==> config.mk <==
export PLATFORM = sky130hd
export DESIGN_NAME = periph_uart_top
export DESIGN_NICKNAME = d
export VERILOG_FILES = /design/src/source/uart_pkg.sv /design/src/source/periph_bus_pkg.sv /design/src/source/uart_core_if.sv /design/src/source/periph_uart_top.sv /design/src/source/uart_regs.sv /design/src/source/uart_serial.sv /design/src/source/uart_fifo.sv
export VERILOG_INCLUDE_DIRS = /design/src /design/src/include
export SDC_FILE = /design/constraint.sdc
export NUM_CORES = 1
export LEC_CHECK = 0
export ABC_AREA = 1
export CAP_MARGIN = 20
export CORE_MARGIN = 2
export CORE_UTILIZATION = 50
export CTS_CLUSTER_SIZE = 12
export DETAILED_ROUTE_END_ITERATION = 8
export DONT_BUFFER_PORTS = 1
export PLACE_DENSITY = 0.68
export SYNTH_ARGS = -nofsm -noshare
export SYNTH_HDL_FRONTEND = slang
export SYNTH_SLANG_ARGS = --single-unit
==> constraint.sdc <==
create_clock -name msoc_clk -period 3.6 [get_ports msoc_clk]
set_input_delay 0.72 -clock msoc_clk [delete_from_list [all_inputs] [get_ports msoc_clk]]
set_output_delay 0.72 -clock msoc_clk [all_outputs]
set_load 0.005 [all_outputs]
==> src/include/periph_defines.svh <==
// ****************************************
// peripheral defines
// reset values, FIFO sizing and bus address fields
// ****************************************

`ifndef PERIPH_DEFINES_SVH
`define PERIPH_DEFINES_SVH

// UART timing and buffering
`define UART_BAUD_DEFAULT 54     // clocks per bit after reset
`define UART_FIFO_DEPTH 16       // entries per FIFO
`define UART_CNT_W 12            // push/pop counter width

// host bus address layout
`define HID_ADDR_W 18            // full address width
`define HID_REGION_LSB 15        // region field is [17:15]
`define HID_UART_WIN_BIT 14      // set selects the UART half
`define HID_REG_LSB 12           // register select is [13:12]

// region map
`define PERIPH_REGION_UART 6

`endif
==> src/source/uart_pkg.sv <==
// ****************************************
// UART types
// payloads, transmit sequencer states, status word
// ****************************************

`include "periph_defines.svh"

package uart_pkg;

   typedef logic [7:0] uart_tx_data_t;

   // byte with its stop bit error, error in the top bit
   typedef struct packed
   {
      logic          err;
      uart_tx_data_t data;
   } uart_rx_data_t;

   typedef enum logic [2:0]
   {
      IDLE,
      EMPTY,    // waiting for a byte
      POP,
      START,    // start pulse to the serial engine
      INUSE     // frame on the wire
   } utx_state_t;

   typedef logic [`UART_CNT_W-1:0] uart_count_t;
   typedef logic [15:0]            uart_baud_t;   // clocks per bit

   // low 12 bits of the status read word
   typedef struct packed
   {
      logic          rx_full;
      logic          tx_full;
      logic          rx_empty;
      uart_rx_data_t rx_head;
   } uart_status_t;

endpackage

==> src/source/periph_bus_pkg.sv <==
// ****************************************
// host bus types
// data word, byte enables, region and UART register select
// ****************************************

package periph_bus_pkg;

   typedef logic [63:0] hid_data_t;    // bus word
   typedef logic [7:0]  hid_be_t;      // byte write enables
   typedef logic [2:0]  hid_region_t;  // address bits 17..15

   // register select from address bits 13..12
   typedef enum logic [1:0]
   {
      UREG_TX_PUSH = 2'd0,    // push a transmit byte
      UREG_RX_POP  = 2'd1,    // pop the receive FIFO
      UREG_BAUD    = 2'd2,    // bit period
      UREG_RSVD    = 2'd3
   } uart_reg_t;

endpackage

==> src/source/uart_core_if.sv <==
// ****************************************
// UART core link
// register block to serial engine signals
// ****************************************

`timescale 1ns/1ps

interface uart_core_if;

   logic                      tx_start;     // one cycle pulse
   uart_pkg::uart_tx_data_t   tx_byte;
   logic                      rx_valid;     // one cycle pulse
   uart_pkg::uart_tx_data_t   rx_byte;
   logic                      rx_err;       // stop bit sampled low
   logic                      tx_busy;
   uart_pkg::uart_baud_t      bit_period;

   modport regs
   (
      output tx_start, tx_byte, bit_period,
      input  rx_valid, rx_byte, rx_err, tx_busy
   );

   modport serial
   (
      input  tx_start, tx_byte, bit_period,
      output rx_valid, rx_byte, rx_err, tx_busy
   );

endinterface

==> src/source/periph_uart_top.sv <==
// ****************************************
// peripheral UART top
// host bus region decode around the UART
// ****************************************

`timescale 1ns/1ps

`include "periph_defines.svh"

module periph_uart_top
(
   input  logic                      msoc_clk,
   input  logic                      rstn,
   input  logic                      hid_en_i,
   input  periph_bus_pkg::hid_be_t   hid_we_i,
   input  logic [`HID_ADDR_W-1:0]    hid_addr_i,
   input  periph_bus_pkg::hid_data_t hid_wrdata_i,
   output periph_bus_pkg::hid_data_t hid_rddata_o,
   input  logic                      uart_rx_i,
   output logic                      uart_tx_o,
   output logic                      uart_irq_o
);

   periph_bus_pkg::hid_region_t region;
   periph_bus_pkg::uart_reg_t   reg_sel;
   periph_bus_pkg::hid_data_t   uart_rddata;
   logic                        uart_sel;
   logic                        bus_wr;

   assign region   = hid_addr_i[`HID_ADDR_W-1:`HID_REGION_LSB];
   assign uart_sel = (region == periph_bus_pkg::hid_region_t'(`PERIPH_REGION_UART)) &&
                     hid_addr_i[`HID_UART_WIN_BIT];        // bit 14 clear is unused now
   assign reg_sel  = periph_bus_pkg::uart_reg_t'(hid_addr_i[`HID_REG_LSB+1:`HID_REG_LSB]);
   assign bus_wr   = hid_en_i & (|hid_we_i);

   assign hid_rddata_o = uart_sel ? uart_rddata : '0;     // nothing else answers

   uart_core_if u_core_if ();

   uart_regs u_uart_regs (
      .msoc_clk (msoc_clk),
      .rstn     (rstn),
      .sel_i    (uart_sel),
      .wr_i     (bus_wr),
      .reg_i    (reg_sel),
      .wrdata_i (hid_wrdata_i),
      .rddata_o (uart_rddata),
      .irq_o    (uart_irq_o),
      .core     (u_core_if.regs)
   );

   uart_serial u_uart_serial (
      .msoc_clk (msoc_clk),
      .rstn     (rstn),
      .rx_i     (uart_rx_i),
      .tx_o     (uart_tx_o),
      .core     (u_core_if.serial)
   );

endmodule

==> src/source/uart_regs.sv <==
// ****************************************
// UART register block
// bus decode, bit period, tx sequencer, FIFOs, read mux
// ****************************************

`timescale 1ns/1ps

`include "periph_defines.svh"

module uart_regs
(
   input  logic                    msoc_clk,
   input  logic                    rstn,
   input  logic                    sel_i,
   input  logic                    wr_i,
   input  periph_bus_pkg::uart_reg_t reg_i,
   input  periph_bus_pkg::hid_data_t wrdata_i,
   output periph_bus_pkg::hid_data_t rddata_o,
   output logic                    irq_o,
   uart_core_if.regs               core
);

   logic                    tx_push;
   logic                    rx_pop;
   logic                    baud_wr;
   uart_pkg::uart_baud_t    baud_q;
   uart_pkg::utx_state_t    state_q;
   uart_pkg::utx_state_t    state_d;
   uart_pkg::uart_tx_data_t tx_head;
   uart_pkg::uart_tx_data_t tx_byte_q;
   logic                    tx_full;
   logic                    tx_empty;
   uart_pkg::uart_count_t   tx_push_cnt;
   uart_pkg::uart_count_t   tx_pop_cnt;
   uart_pkg::uart_rx_data_t rx_wr_data;
   uart_pkg::uart_rx_data_t rx_head;
   logic                    rx_full;
   logic                    rx_empty;
   uart_pkg::uart_count_t   rx_push_cnt;
   uart_pkg::uart_count_t   rx_pop_cnt;
   uart_pkg::uart_status_t  status;
   logic                    irq_q;

   always_comb
   begin
      tx_push = 1'b0;
      rx_pop  = 1'b0;
      baud_wr = 1'b0;
      if (sel_i && wr_i)
      begin
         case (reg_i)
            periph_bus_pkg::UREG_TX_PUSH: tx_push = 1'b1;
            periph_bus_pkg::UREG_RX_POP:  rx_pop  = 1'b1;
            periph_bus_pkg::UREG_BAUD:    baud_wr = 1'b1;
            periph_bus_pkg::UREG_RSVD:    ;                 // write ignored
            default:                      ;
         endcase
      end
   end

   always_ff @(posedge msoc_clk or negedge rstn)
   begin
      if (!rstn)
      begin
         baud_q  <= uart_pkg::uart_baud_t'(`UART_BAUD_DEFAULT);
         state_q <= uart_pkg::IDLE;
         irq_q   <= 1'b0;
      end
      else
      begin
         if (baud_wr)
            baud_q <= wrdata_i[15:0];
         state_q <= state_d;
         irq_q   <= ~rx_empty;     // irq while data is waiting
      end
   end

   // tx sequencer
   always_comb
   begin
      state_d = state_q;
      case (state_q)
         uart_pkg::IDLE:  state_d = uart_pkg::EMPTY;
         uart_pkg::EMPTY:
            if (!tx_empty)
               state_d = uart_pkg::POP;
         uart_pkg::POP:   state_d = uart_pkg::START;
         uart_pkg::START: state_d = uart_pkg::INUSE;
         uart_pkg::INUSE:
            if (!core.tx_busy)
               state_d = uart_pkg::IDLE;
         default:         state_d = uart_pkg::IDLE;
      endcase
   end

   // head moves on at the pop, keep the byte for the start pulse
   always_ff @(posedge msoc_clk)
   begin
      if (state_q == uart_pkg::POP)
         tx_byte_q <= tx_head;
   end

   assign core.tx_start   = (state_q == uart_pkg::START);
   assign core.tx_byte    = tx_byte_q;
   assign core.bit_period = baud_q;

   uart_fifo #(.payload_t(uart_pkg::uart_tx_data_t)) u_tx_fifo (
      .msoc_clk    (msoc_clk),
      .rstn        (rstn),
      .push_i      (tx_push),
      .push_data_i (wrdata_i[7:0]),
      .pop_i       (state_q == uart_pkg::POP),
      .head_o      (tx_head),
      .full_o      (tx_full),
      .empty_o     (tx_empty),
      .push_cnt_o  (tx_push_cnt),
      .pop_cnt_o   (tx_pop_cnt)
   );

   assign rx_wr_data.err  = core.rx_err;
   assign rx_wr_data.data = core.rx_byte;

   uart_fifo #(.payload_t(uart_pkg::uart_rx_data_t)) u_rx_fifo (
      .msoc_clk    (msoc_clk),
      .rstn        (rstn),
      .push_i      (core.rx_valid),    // no back-pressure
      .push_data_i (rx_wr_data),
      .pop_i       (rx_pop),
      .head_o      (rx_head),
      .full_o      (rx_full),
      .empty_o     (rx_empty),
      .push_cnt_o  (rx_push_cnt),
      .pop_cnt_o   (rx_pop_cnt)
   );

   assign status.rx_full  = rx_full;
   assign status.tx_full  = tx_full;
   assign status.rx_empty = rx_empty;
   assign status.rx_head  = rx_head;

   // address bit 13 picks the count word
   assign rddata_o = reg_i[1] ?
                     {16'(tx_push_cnt), 16'(tx_pop_cnt), 16'(rx_push_cnt), 16'(rx_pop_cnt)} :
                     periph_bus_pkg::hid_data_t'(status);

   assign irq_o = irq_q;

endmodule

==> src/source/uart_serial.sv <==
// ****************************************
// UART serial engine
// rx majority filter, 8N1 transmitter and receiver
// ****************************************

`timescale 1ns/1ps

module uart_serial
(
   input  logic msoc_clk,
   input  logic rstn,
   input  logic rx_i,
   output logic tx_o,
   uart_core_if.serial core
);

   logic [2:0]              rx_samp;
   logic                    rx_maj;
   logic                    rx_maj_q;

   uart_pkg::uart_baud_t    tx_cnt;
   logic [3:0]              tx_left;
   logic [9:0]              tx_sh;
   logic                    tx_busy_q;

   uart_pkg::uart_baud_t    rx_cnt;
   logic [3:0]              rx_idx;
   logic                    rx_busy;
   logic                    rx_tick;
   logic                    rx_valid_q;
   uart_pkg::uart_tx_data_t rx_sh;
   logic                    rx_err_q;

   // three samples, two of three wins
   assign rx_maj = (rx_samp[0] & rx_samp[1]) |
                   (rx_samp[1] & rx_samp[2]) |
                   (rx_samp[0] & rx_samp[2]);

   always_ff @(posedge msoc_clk or negedge rstn)
   begin
      if (!rstn)
      begin
         rx_samp  <= 3'b111;    // idle line is high
         rx_maj_q <= 1'b1;
      end
      else
      begin
         rx_samp  <= {rx_samp[1:0], rx_i};
         rx_maj_q <= rx_maj;
      end
   end

   // transmitter shifts {stop, data, start} out lsb first
   always_ff @(posedge msoc_clk or negedge rstn)
   begin
      if (!rstn)
      begin
         tx_sh     <= '1;
         tx_cnt    <= '0;
         tx_left   <= '0;
         tx_busy_q <= 1'b0;
      end
      else if (!tx_busy_q)
      begin
         if (core.tx_start)
         begin
            tx_sh     <= {1'b1, core.tx_byte, 1'b0};
            tx_cnt    <= core.bit_period - 1'b1;
            tx_left   <= 4'd9;            // shifts after the start bit
            tx_busy_q <= 1'b1;
         end
      end
      else if (tx_cnt != '0)
         tx_cnt <= tx_cnt - 1'b1;
      else if (tx_left != '0)
      begin
         tx_sh   <= {1'b1, tx_sh[9:1]};  // fill with idle ones
         tx_left <= tx_left - 1'b1;
         tx_cnt  <= core.bit_period - 1'b1;
      end
      else
         tx_busy_q <= 1'b0;              // stop bit done
   end

   assign tx_o         = tx_sh[0];
   assign core.tx_busy = tx_busy_q;

   // receiver waits half a bit after the falling edge, then one bit per sample
   assign rx_tick = rx_busy && (rx_cnt == '0);

   always_ff @(posedge msoc_clk or negedge rstn)
   begin
      if (!rstn)
      begin
         rx_busy    <= 1'b0;
         rx_cnt     <= '0;
         rx_idx     <= '0;
         rx_valid_q <= 1'b0;
      end
      else
      begin
         rx_valid_q <= 1'b0;
         if (!rx_busy)
         begin
            if (rx_maj_q && !rx_maj)      // falling edge
            begin
               rx_busy <= 1'b1;
               rx_cnt  <= core.bit_period >> 1;
               rx_idx  <= '0;
            end
         end
         else if (!rx_tick)
            rx_cnt <= rx_cnt - 1'b1;
         else
         begin
            rx_cnt <= core.bit_period - 1'b1;
            rx_idx <= rx_idx + 1'b1;
            if ((rx_idx == 4'd0) && rx_maj)
               rx_busy <= 1'b0;            // glitch, not a start bit
            else if (rx_idx == 4'd9)
            begin
               rx_busy    <= 1'b0;
               rx_valid_q <= 1'b1;
            end
         end
      end
   end

   always_ff @(posedge msoc_clk)
   begin
      if (rx_tick && (rx_idx >= 4'd1) && (rx_idx <= 4'd8))
         rx_sh <= {rx_maj, rx_sh[7:1]};    // lsb arrives first
      if (rx_tick && (rx_idx == 4'd9))
         rx_err_q <= ~rx_maj;              // bad stop bit
   end

   assign core.rx_valid = rx_valid_q;
   assign core.rx_byte  = rx_sh;
   assign core.rx_err   = rx_err_q;

endmodule

==> src/source/uart_fifo.sv <==
// ****************************************
// UART FIFO
// show-ahead circular buffer with wrapping push/pop counts
// ****************************************

`timescale 1ns/1ps

`include "periph_defines.svh"

module uart_fifo #(
   parameter type payload_t = logic [7:0]
)
(
   input  logic                  msoc_clk,
   input  logic                  rstn,
   input  logic                  push_i,
   input  payload_t              push_data_i,
   input  logic                  pop_i,
   output payload_t              head_o,
   output logic                  full_o,
   output logic                  empty_o,
   output uart_pkg::uart_count_t push_cnt_o,
   output uart_pkg::uart_count_t pop_cnt_o
);

   localparam int PTR_W = $clog2(`UART_FIFO_DEPTH);

   payload_t              mem [`UART_FIFO_DEPTH];
   uart_pkg::uart_count_t push_cnt;
   uart_pkg::uart_count_t pop_cnt;
   uart_pkg::uart_count_t fill;
   logic                  push_ok;
   logic                  pop_ok;

   // depth divides the counter range, so the low count bits address the buffer
   assign fill    = push_cnt - pop_cnt;
   assign full_o  = (fill == uart_pkg::uart_count_t'(`UART_FIFO_DEPTH));
   assign empty_o = (fill == '0);
   assign push_ok = push_i & ~full_o;    // full drops the push
   assign pop_ok  = pop_i & ~empty_o;

   always_ff @(posedge msoc_clk or negedge rstn)
   begin
      if (!rstn)
      begin
         push_cnt <= '0;
         pop_cnt  <= '0;
      end
      else
      begin
         if (push_ok)
            push_cnt <= push_cnt + 1'b1;
         if (pop_ok)
            pop_cnt <= pop_cnt + 1'b1;
      end
   end

   always_ff @(posedge msoc_clk)
   begin
      if (push_ok)
         mem[push_cnt[PTR_W-1:0]] <= push_data_i;
   end

   assign head_o     = empty_o ? payload_t'('0) : mem[pop_cnt[PTR_W-1:0]];  // zero when empty
   assign push_cnt_o = push_cnt;
   assign pop_cnt_o  = pop_cnt;

endmodule

After elaboration in Yosys (flattened, before gate mapping)
Memories as Yosys holds them, arrays and structs flattened. A register that Yosys moved wholly into a read port is not among the register bits.
Cells that the tools add are included.

cells by class
  add/sub/neg operators = 11
  order comparisons = 2
  equality and inequality tests = 16
  multiplexer cells = 47
  bitwise operators = 15
  reductions and logical operators = 24

operators with widths
  kind                                                                   count
  16-bit 2-to-1 mux                                                      7
  64-bit 2-to-1 mux                                                      1
  60-bit 2-to-1 mux                                                      1
  12-bit by 1-bit adder with 12-bit output (second input constant)       4
  16-bit by 1-bit subtractor with 16-bit output (second input constant)  3
  10-bit 2-to-1 mux                                                      4
  4-bit 2-to-1 mux                                                       7
  12-bit by 5-bit == test with 1-bit output (second input constant)      2
  12-bit zero test                                                       2
  12-bit subtractor                                                      2
  1-bit 2-to-1 mux                                                       23
  16-bit zero test                                                       1
  16-bit nonzero test                                                    1
  3-bit one-hot mux with 5 select lines                                  1
  2-bit != test (second input constant)                                  5
  9-bit 2-to-1 mux                                                       1
  1-bit bitwise AND                                                      8
  1-bit logical AND                                                      8
  8-bit OR reduction                                                     1
  3-bit by 2-bit == test with 1-bit output (second input constant)       2
  3-bit == test (second input constant)                                  2
  3-bit 2-to-1 mux                                                       2
  2-bit AND reduction                                                    3
  1-bit inverter                                                         5
  17 further kinds                                                       19

word-level totals
  flip-flop bits (word level) = 134
  memory bits (writable) = 272
  input bits = 94
  output and inout port bits = 66
  word-level logic and storage cells = 136
  memories = 2

memories
  memory                     words  width  rd ports  clocked after memory_dff  wr ports  line             text
  u_uart_regs.u_rx_fifo.mem  16     9      1         0                         1         uart_fifo.sv:28  payload_t mem [`UART_FIFO_DEPTH];
  u_uart_regs.u_tx_fifo.mem  16     8      1         1                         1         uart_fifo.sv:28

Logic depth before layout (Yosys ltp)
  depth after elaboration = 7
  gate-level depth with buffers = 18
  gate-level depth less buffers = 17

By module
A second synthesis with hierarchy kept.

second synthesis, totals
  cells, all modules = 2612
  area, all modules = 22746.8 µm²

by module, submodules not included
  module                              times used  cells an instance  area each (µm²)  seq. area each (µm²)
  uart_fifo at u_uart_regs.u_rx_fifo  1           808                8121.5           4924.7
  uart_fifo at u_uart_regs.u_tx_fifo  1           759                7384.6           4444.3
  uart_serial                         1           663                4496.8           1687.9
  uart_regs                           1           235                1725.4           745.7
  periph_uart_top                     1           147                1018.5           0.0

Least setup slack after synthesis
Ideal clock, no wire load.

  path type = register to output
  start = reg u_uart_regs.u_rx_fifo.pop_cnt[1], in the netlist u_uart_regs.u_rx_fifo.pop_cnt_o[1]
  end = out hid_rddata_o[9]
  arrival = 2.223 ns
  required time = 2.880 ns
  setup slack = 0.657 ns
  cell stages (with the launch flop) = 16
  path buffers = 2
  path through = dfrtp_1 > inv_2 > clkbuf_1 > ha_1 > nand2_1 > nand2_1 > nand2_1 > nand2_1 > nand2_1 > nand2_1 > nand2_1 > nand2_1 > nor2_1 > nand3_1 > buf_2 > a21oi_1

on the way
  word-level cells in the longest chain between the ends = 4

RTL lines
  item                    line                   text
  from (decl)             uart_fifo.sv:30        uart_pkg::uart_count_t pop_cnt;
  from (signal assigned)  uart_fifo.sv:54        pop_cnt <= pop_cnt + 1'b1;
  12-bit subtractor       uart_fifo.sv:36        assign fill = push_cnt - pop_cnt;
  12-bit zero test        uart_fifo.sv:38        assign empty_o = (fill == '0);
  60-bit 2-to-1 mux       uart_regs.sv:142       assign rddata_o = reg_i[1] ?
  64-bit 2-to-1 mux       periph_uart_top.sv:36  assign hid_rddata_o = uart_sel ? uart_rddata : '0;
  to (decl)               periph_uart_top.sv:18  output periph_bus_pkg::hid_data_t hid_rddata_o,

Every way passes these cells.

Worst setup path after layout
  start = reg u_uart_regs.u_tx_fifo.pop_cnt[2], in the netlist u_uart_regs.u_tx_fifo.pop_cnt_o[2]
  end = out hid_rddata_o[10]

on the way
  word-level cells in the longest chain between the ends = 4

RTL lines
  item                                       line                   text
  from (decl)                                uart_fifo.sv:30
  from (signal assigned)                     uart_fifo.sv:54
  12-bit subtractor                          uart_fifo.sv:36
  12-bit by 5-bit == test with 1-bit output  uart_fifo.sv:37        assign full_o = (fill == uart_pkg::uart_count_t'(`UART_FIFO_DEPTH));
  60-bit 2-to-1 mux                          uart_regs.sv:142
  64-bit 2-to-1 mux                          periph_uart_top.sv:36

Every way passes these cells.

==> results.md <==
- Routed vias: 15,355
- Number of nets with antenna violations after detailed routing: 0
- Final Instance Count excl. Fillers: 2,734
- Synthesis-stage register bit count: 413
- Slew at the pin closest to its max-slew limit: 0.848 ns
- Global routing met1 resource utilization: 32.4%
- Result of the run: complete, no violations
- Setup slack of the critical path after layout: 0.0991 ns
- Height of the die: 206 um
- RSZ-0062 raised after global routing: true
- Overall die area: 42,500 sq um
- Post-synthesis cell type count: 53
- Sinks on the clock net: 413
- Setup crit start kind: flip-flop
- Fraction of final layout cells sized beyond drive strength 1: 10.1%
- Worst EP arrival: 2.78 ns
- Count of standard-cell rows: 74
- Placed Instances: 2,649
- Post-Route Hold Slack: 0.107 ns
- Setup violation total in the final timing report: 0
- Setup Crit Path Kind: reg2out
- DRC violations left: 0
- Highest attainable clock frequency: 286 MHz
- Clock latency on the worst-skew pair: 0.58 ns
- Critical path launch point: u_uart_regs.u_tx_fifo.pop_cnt_o[2]
- Max_cap viols: 0
- Share of total power in sequential cells: 42.4%
- Critical path peak fanout: 11
- Yosys warnings: 0
- Type of the tightest min-delay check: in2async
- Switching power total: 4.42 mW
- Met3 Track Usage GR: 3.93%
- Most common cell after layout, fill and taps aside: sky130_fd_sc_hd__nand2_1
- Iteration-0 DRC count of the detailed router: 1,260
- Worst slew margin relative to its limit: 43.3%
- Cell count after synthesis: 2,149
- First-pass GRT wire length: 78,600 um
- Largest vdd supply drop: 579 uV
- CTS clock-pin slew for the worst setup and hold paths: 0.06 ns
- FF-to-FF path depth: 15
- Number of antenna violations at the first check in global routing: 0
- Number of global-route vias before repair: 14,594
- TritonCTS buffer count: 44
- Core Footprint: 40,600 sq um
- Most Crowded Layer GR: met2
- Worst reg2reg path startpoint: u_uart_regs.u_rx_fifo.pop_cnt_o[5]
- Clock Power Share: 32.7%
- Tmin final: 3.50 ns
- Met2 routing resource usage after global routing: 39.4%
- Initial DRT Pass Iterations: 5
- Maximum number of pins on one net before global-route repair: 114
- RePlAce Congestion: 0.900
- Avg WL per Cell: 18.6 um
- Net count of the finished layout: 2,303
- Worst r2r dst: u_uart_regs.u_rx_fifo.mem[6][0]
- Flop2flop setup slack: 0.33 ns
- DR vias/cell: 5.62
- CTS Buffer Depth: 3
- Endpoint required time on the critical path: 2.88 ns
- Count of inserted antenna diode cells: 0
- Cell area after synthesis: 20,400 sq um
- GRT overflow: 0
- Fin util: 56.2%
- PwrDens: 603 nW/um^2
- Nature of the critical path endpoint: output port
- Post-route fraction of the period consumed by the critical path: 97.2%
- Library cell used as clock root buffer: sky130_fd_sc_hd__clkbuf_16
- Worst clock skew: 0.0289 ns
- Final Max Slew Viols: 0
- Synth-to-Final Area Change: 11.7%
- Fraction of power spent switching nets: 32.2%
- Final routed wirelength across all metal layers: 50,900 um
- Total GRT Usage: 23.9%
- DP Worst Slack: 0.231 ns
- Sequential fraction of the synthesis area: 57.8%
- TritonCTS clock tree: done
- Port Buffer Count: 0
- Leak pwr: 8.96 nW
- I/O pins: 160
- Filler Cell Count: 3,451
- Chip width: 206 um
- Effective utilization at floorplan: 50.3%
- Detailed-placement wirelength estimate: 33,300 um
- # H-tree levels: 2
- Setup_tns: 0 ns
- Final-report hold violation count: 0
- Commonest cells after routing, fill and taps aside: sky130_fd_sc_hd__nand2_1 (523), sky130_fd_sc_hd__edfxtp_1 (289), sky130_fd_sc_hd__nor2_1 (192)
- Internal power of the cells: 9.32 mW
- Combinational share of power: 24.9%
- CP Capture Point: hid_rddata_o[10]
- Mean instance size in the synthesized netlist: 9.50 sq um
[metrics by stage]
step                      cell area (sq um)  power [mW]
after floorplan                       20500        8.35
after global placement                21100        9.04
after detailed placement              21100        9.17
after CTS                             22600        13.7
after global routing                  22800        14.5
final                                 22800        13.7
[power groups by stage]
stage          clock, mW  combinational [mW]  sequential, mW
6_report            4.50                3.43            5.83
5_1_grt             4.75                3.85            5.88
4_1_cts             4.57                3.33            5.82
3_5_place_dp           0                3.26            5.90
3_3_place_gp           0                3.15            5.89
2_1_floorplan          0                2.51            5.84
[cells in the mapped netlist (all sizes together)]
cell type | n | area [sq um]
a211oi | 6 | 45.0
xnor2 | 14 | 123
dfstp | 17 | 447
a32o | 10 | 100
and3 | 1 | 6.26
ha | 40 | 500
nand3b | 7 | 52.6
o21bai | 2 | 26.3
o221ai | 15 | 131
a32oi | 5 | 43.8
o211ai | 18 | 135
o21a | 1 | 7.51
conb | 1 | 3.75
o22ai | 23 | 144
a31oi | 12 | 75.1
a22o | 2 | 17.5
nor3 | 61 | 338
dfrtp | 107 | 2680
nor4 | 9 | 56.3
clkinv | 3 | 11.3
o22a | 1 | 8.76
edfxtp | 289 | 8680
nor2 | 213 | 855
a22oi | 7 | 52.6
o31ai | 1 | 7.51
inv | 178 | 668
xor2 | 57 | 499
nand3 | 150 | 773
o311ai | 3 | 26.3
or2 | 6 | 37.5
o21ai | 137 | 686
a21oi | 99 | 507
buf | 58 | 358
clkbuf | 46 | 173
nor3b | 1 | 12.5
nand2 | 533 | 2040
nand4 | 16 | 100
[registers in the layout, summed over array words and instances (netlist names), 9 cells and up]
register	cells
u_uart_serial.tx_cnt	16
u_uart_regs.u_rx_fifo.pop_cnt_o	12
u_uart_serial.tx_sh	9
u_uart_regs.u_tx_fifo.mem	128
u_uart_regs.core.bit_period	16
u_uart_regs.u_tx_fifo.push_cnt_o	12
u_uart_regs.u_tx_fifo.pop_cnt_o	12
u_uart_serial.rx_cnt	16
u_uart_regs.u_rx_fifo.mem	144
u_uart_regs.u_rx_fifo.push_cnt_o	12
[worst max-delay path, stage by stage, from the launching register on]
cell	delay, ns
sky130_fd_sc_hd__dfrtp_1	0.41
sky130_fd_sc_hd__inv_4	0.12
sky130_fd_sc_hd__ha_2	0.32
sky130_fd_sc_hd__a21oi_2	0.19
sky130_fd_sc_hd__nand2_2	0.12
sky130_fd_sc_hd__a21oi_2	0.16
sky130_fd_sc_hd__or2_1	0.12
sky130_fd_sc_hd__nand3_1	0.11
sky130_fd_sc_hd__nor2_2	0.19
sky130_fd_sc_hd__nand3_4	0.11
sky130_fd_sc_hd__buf_8	0.17
sky130_fd_sc_hd__a21oi_2	0.17
[logic make-up (layout without fill, tap and decap cells)]
| family | count (synthesis) | in the layout | share of synthesized area [%] |
|---|---|---|---|
| and+or+nand+nor | 997 | 998 | 20.9 |
| DFF | 413 | 413 | 57.8 |
| AOI/OAI and AO/OA | 342 | 342 | 9.86 |
| buffers and inverters | 285 | 322 | 5.93 |
| xor gates and xnor gates | 71 | 71 | 3.05 |
| adders and majority gates | 40 | 40 | 2.45 |
| other | 1 | 16 | 0.0184 |
[worst min path at each step]
stage,from,endpoint,cells past startpoint
finish,rstn,u_uart_regs.u_rx_fifo.push_cnt_o[3],1
global route,uart_rx_i,u_uart_serial.rx_samp[0],0
CTS,uart_rx_i,u_uart_serial.rx_samp[0],0
detailed placement,u_uart_serial.rx_samp[1],u_uart_serial.rx_samp[2],0
global placement,u_uart_serial.rx_samp[1],u_uart_serial.rx_samp[2],0
floorplan,u_uart_serial.rx_samp[1],u_uart_serial.rx_samp[2],0
[cell type report]
class	count	area, sq um	area share [%]
Clock buffer	64	1210	5.29
Clock inverter	15	203	0.889
Inverter	181	682	2.99
Multi-Input combinational cell	1467	7690	33.7
Sequential cell	413	11800	51.8
Tap cell	532	666	2.92
Timing Repair Buffer	62	548	2.40
[routing by layer]
layer | part of all wire (%) | vias up
met2 | 47 | 586
li1 | - | 7349
met5 | 0 | -
met1 | 43 | 7326
met3 | 7.3 | 94
met4 | 2.6 | 0
[timing repair]
item | CTS | global route
setup buffers | 0 | 2
endpoints found under the hold margin | 113 | 0
pin swaps | 0 | 4
hold buffers | 2 | 0
endpoints found under the setup margin | 11 | 39
gates resized for setup | 10 | 43
cloned | 0 | 2
Power figures use the tool's default switching activity.
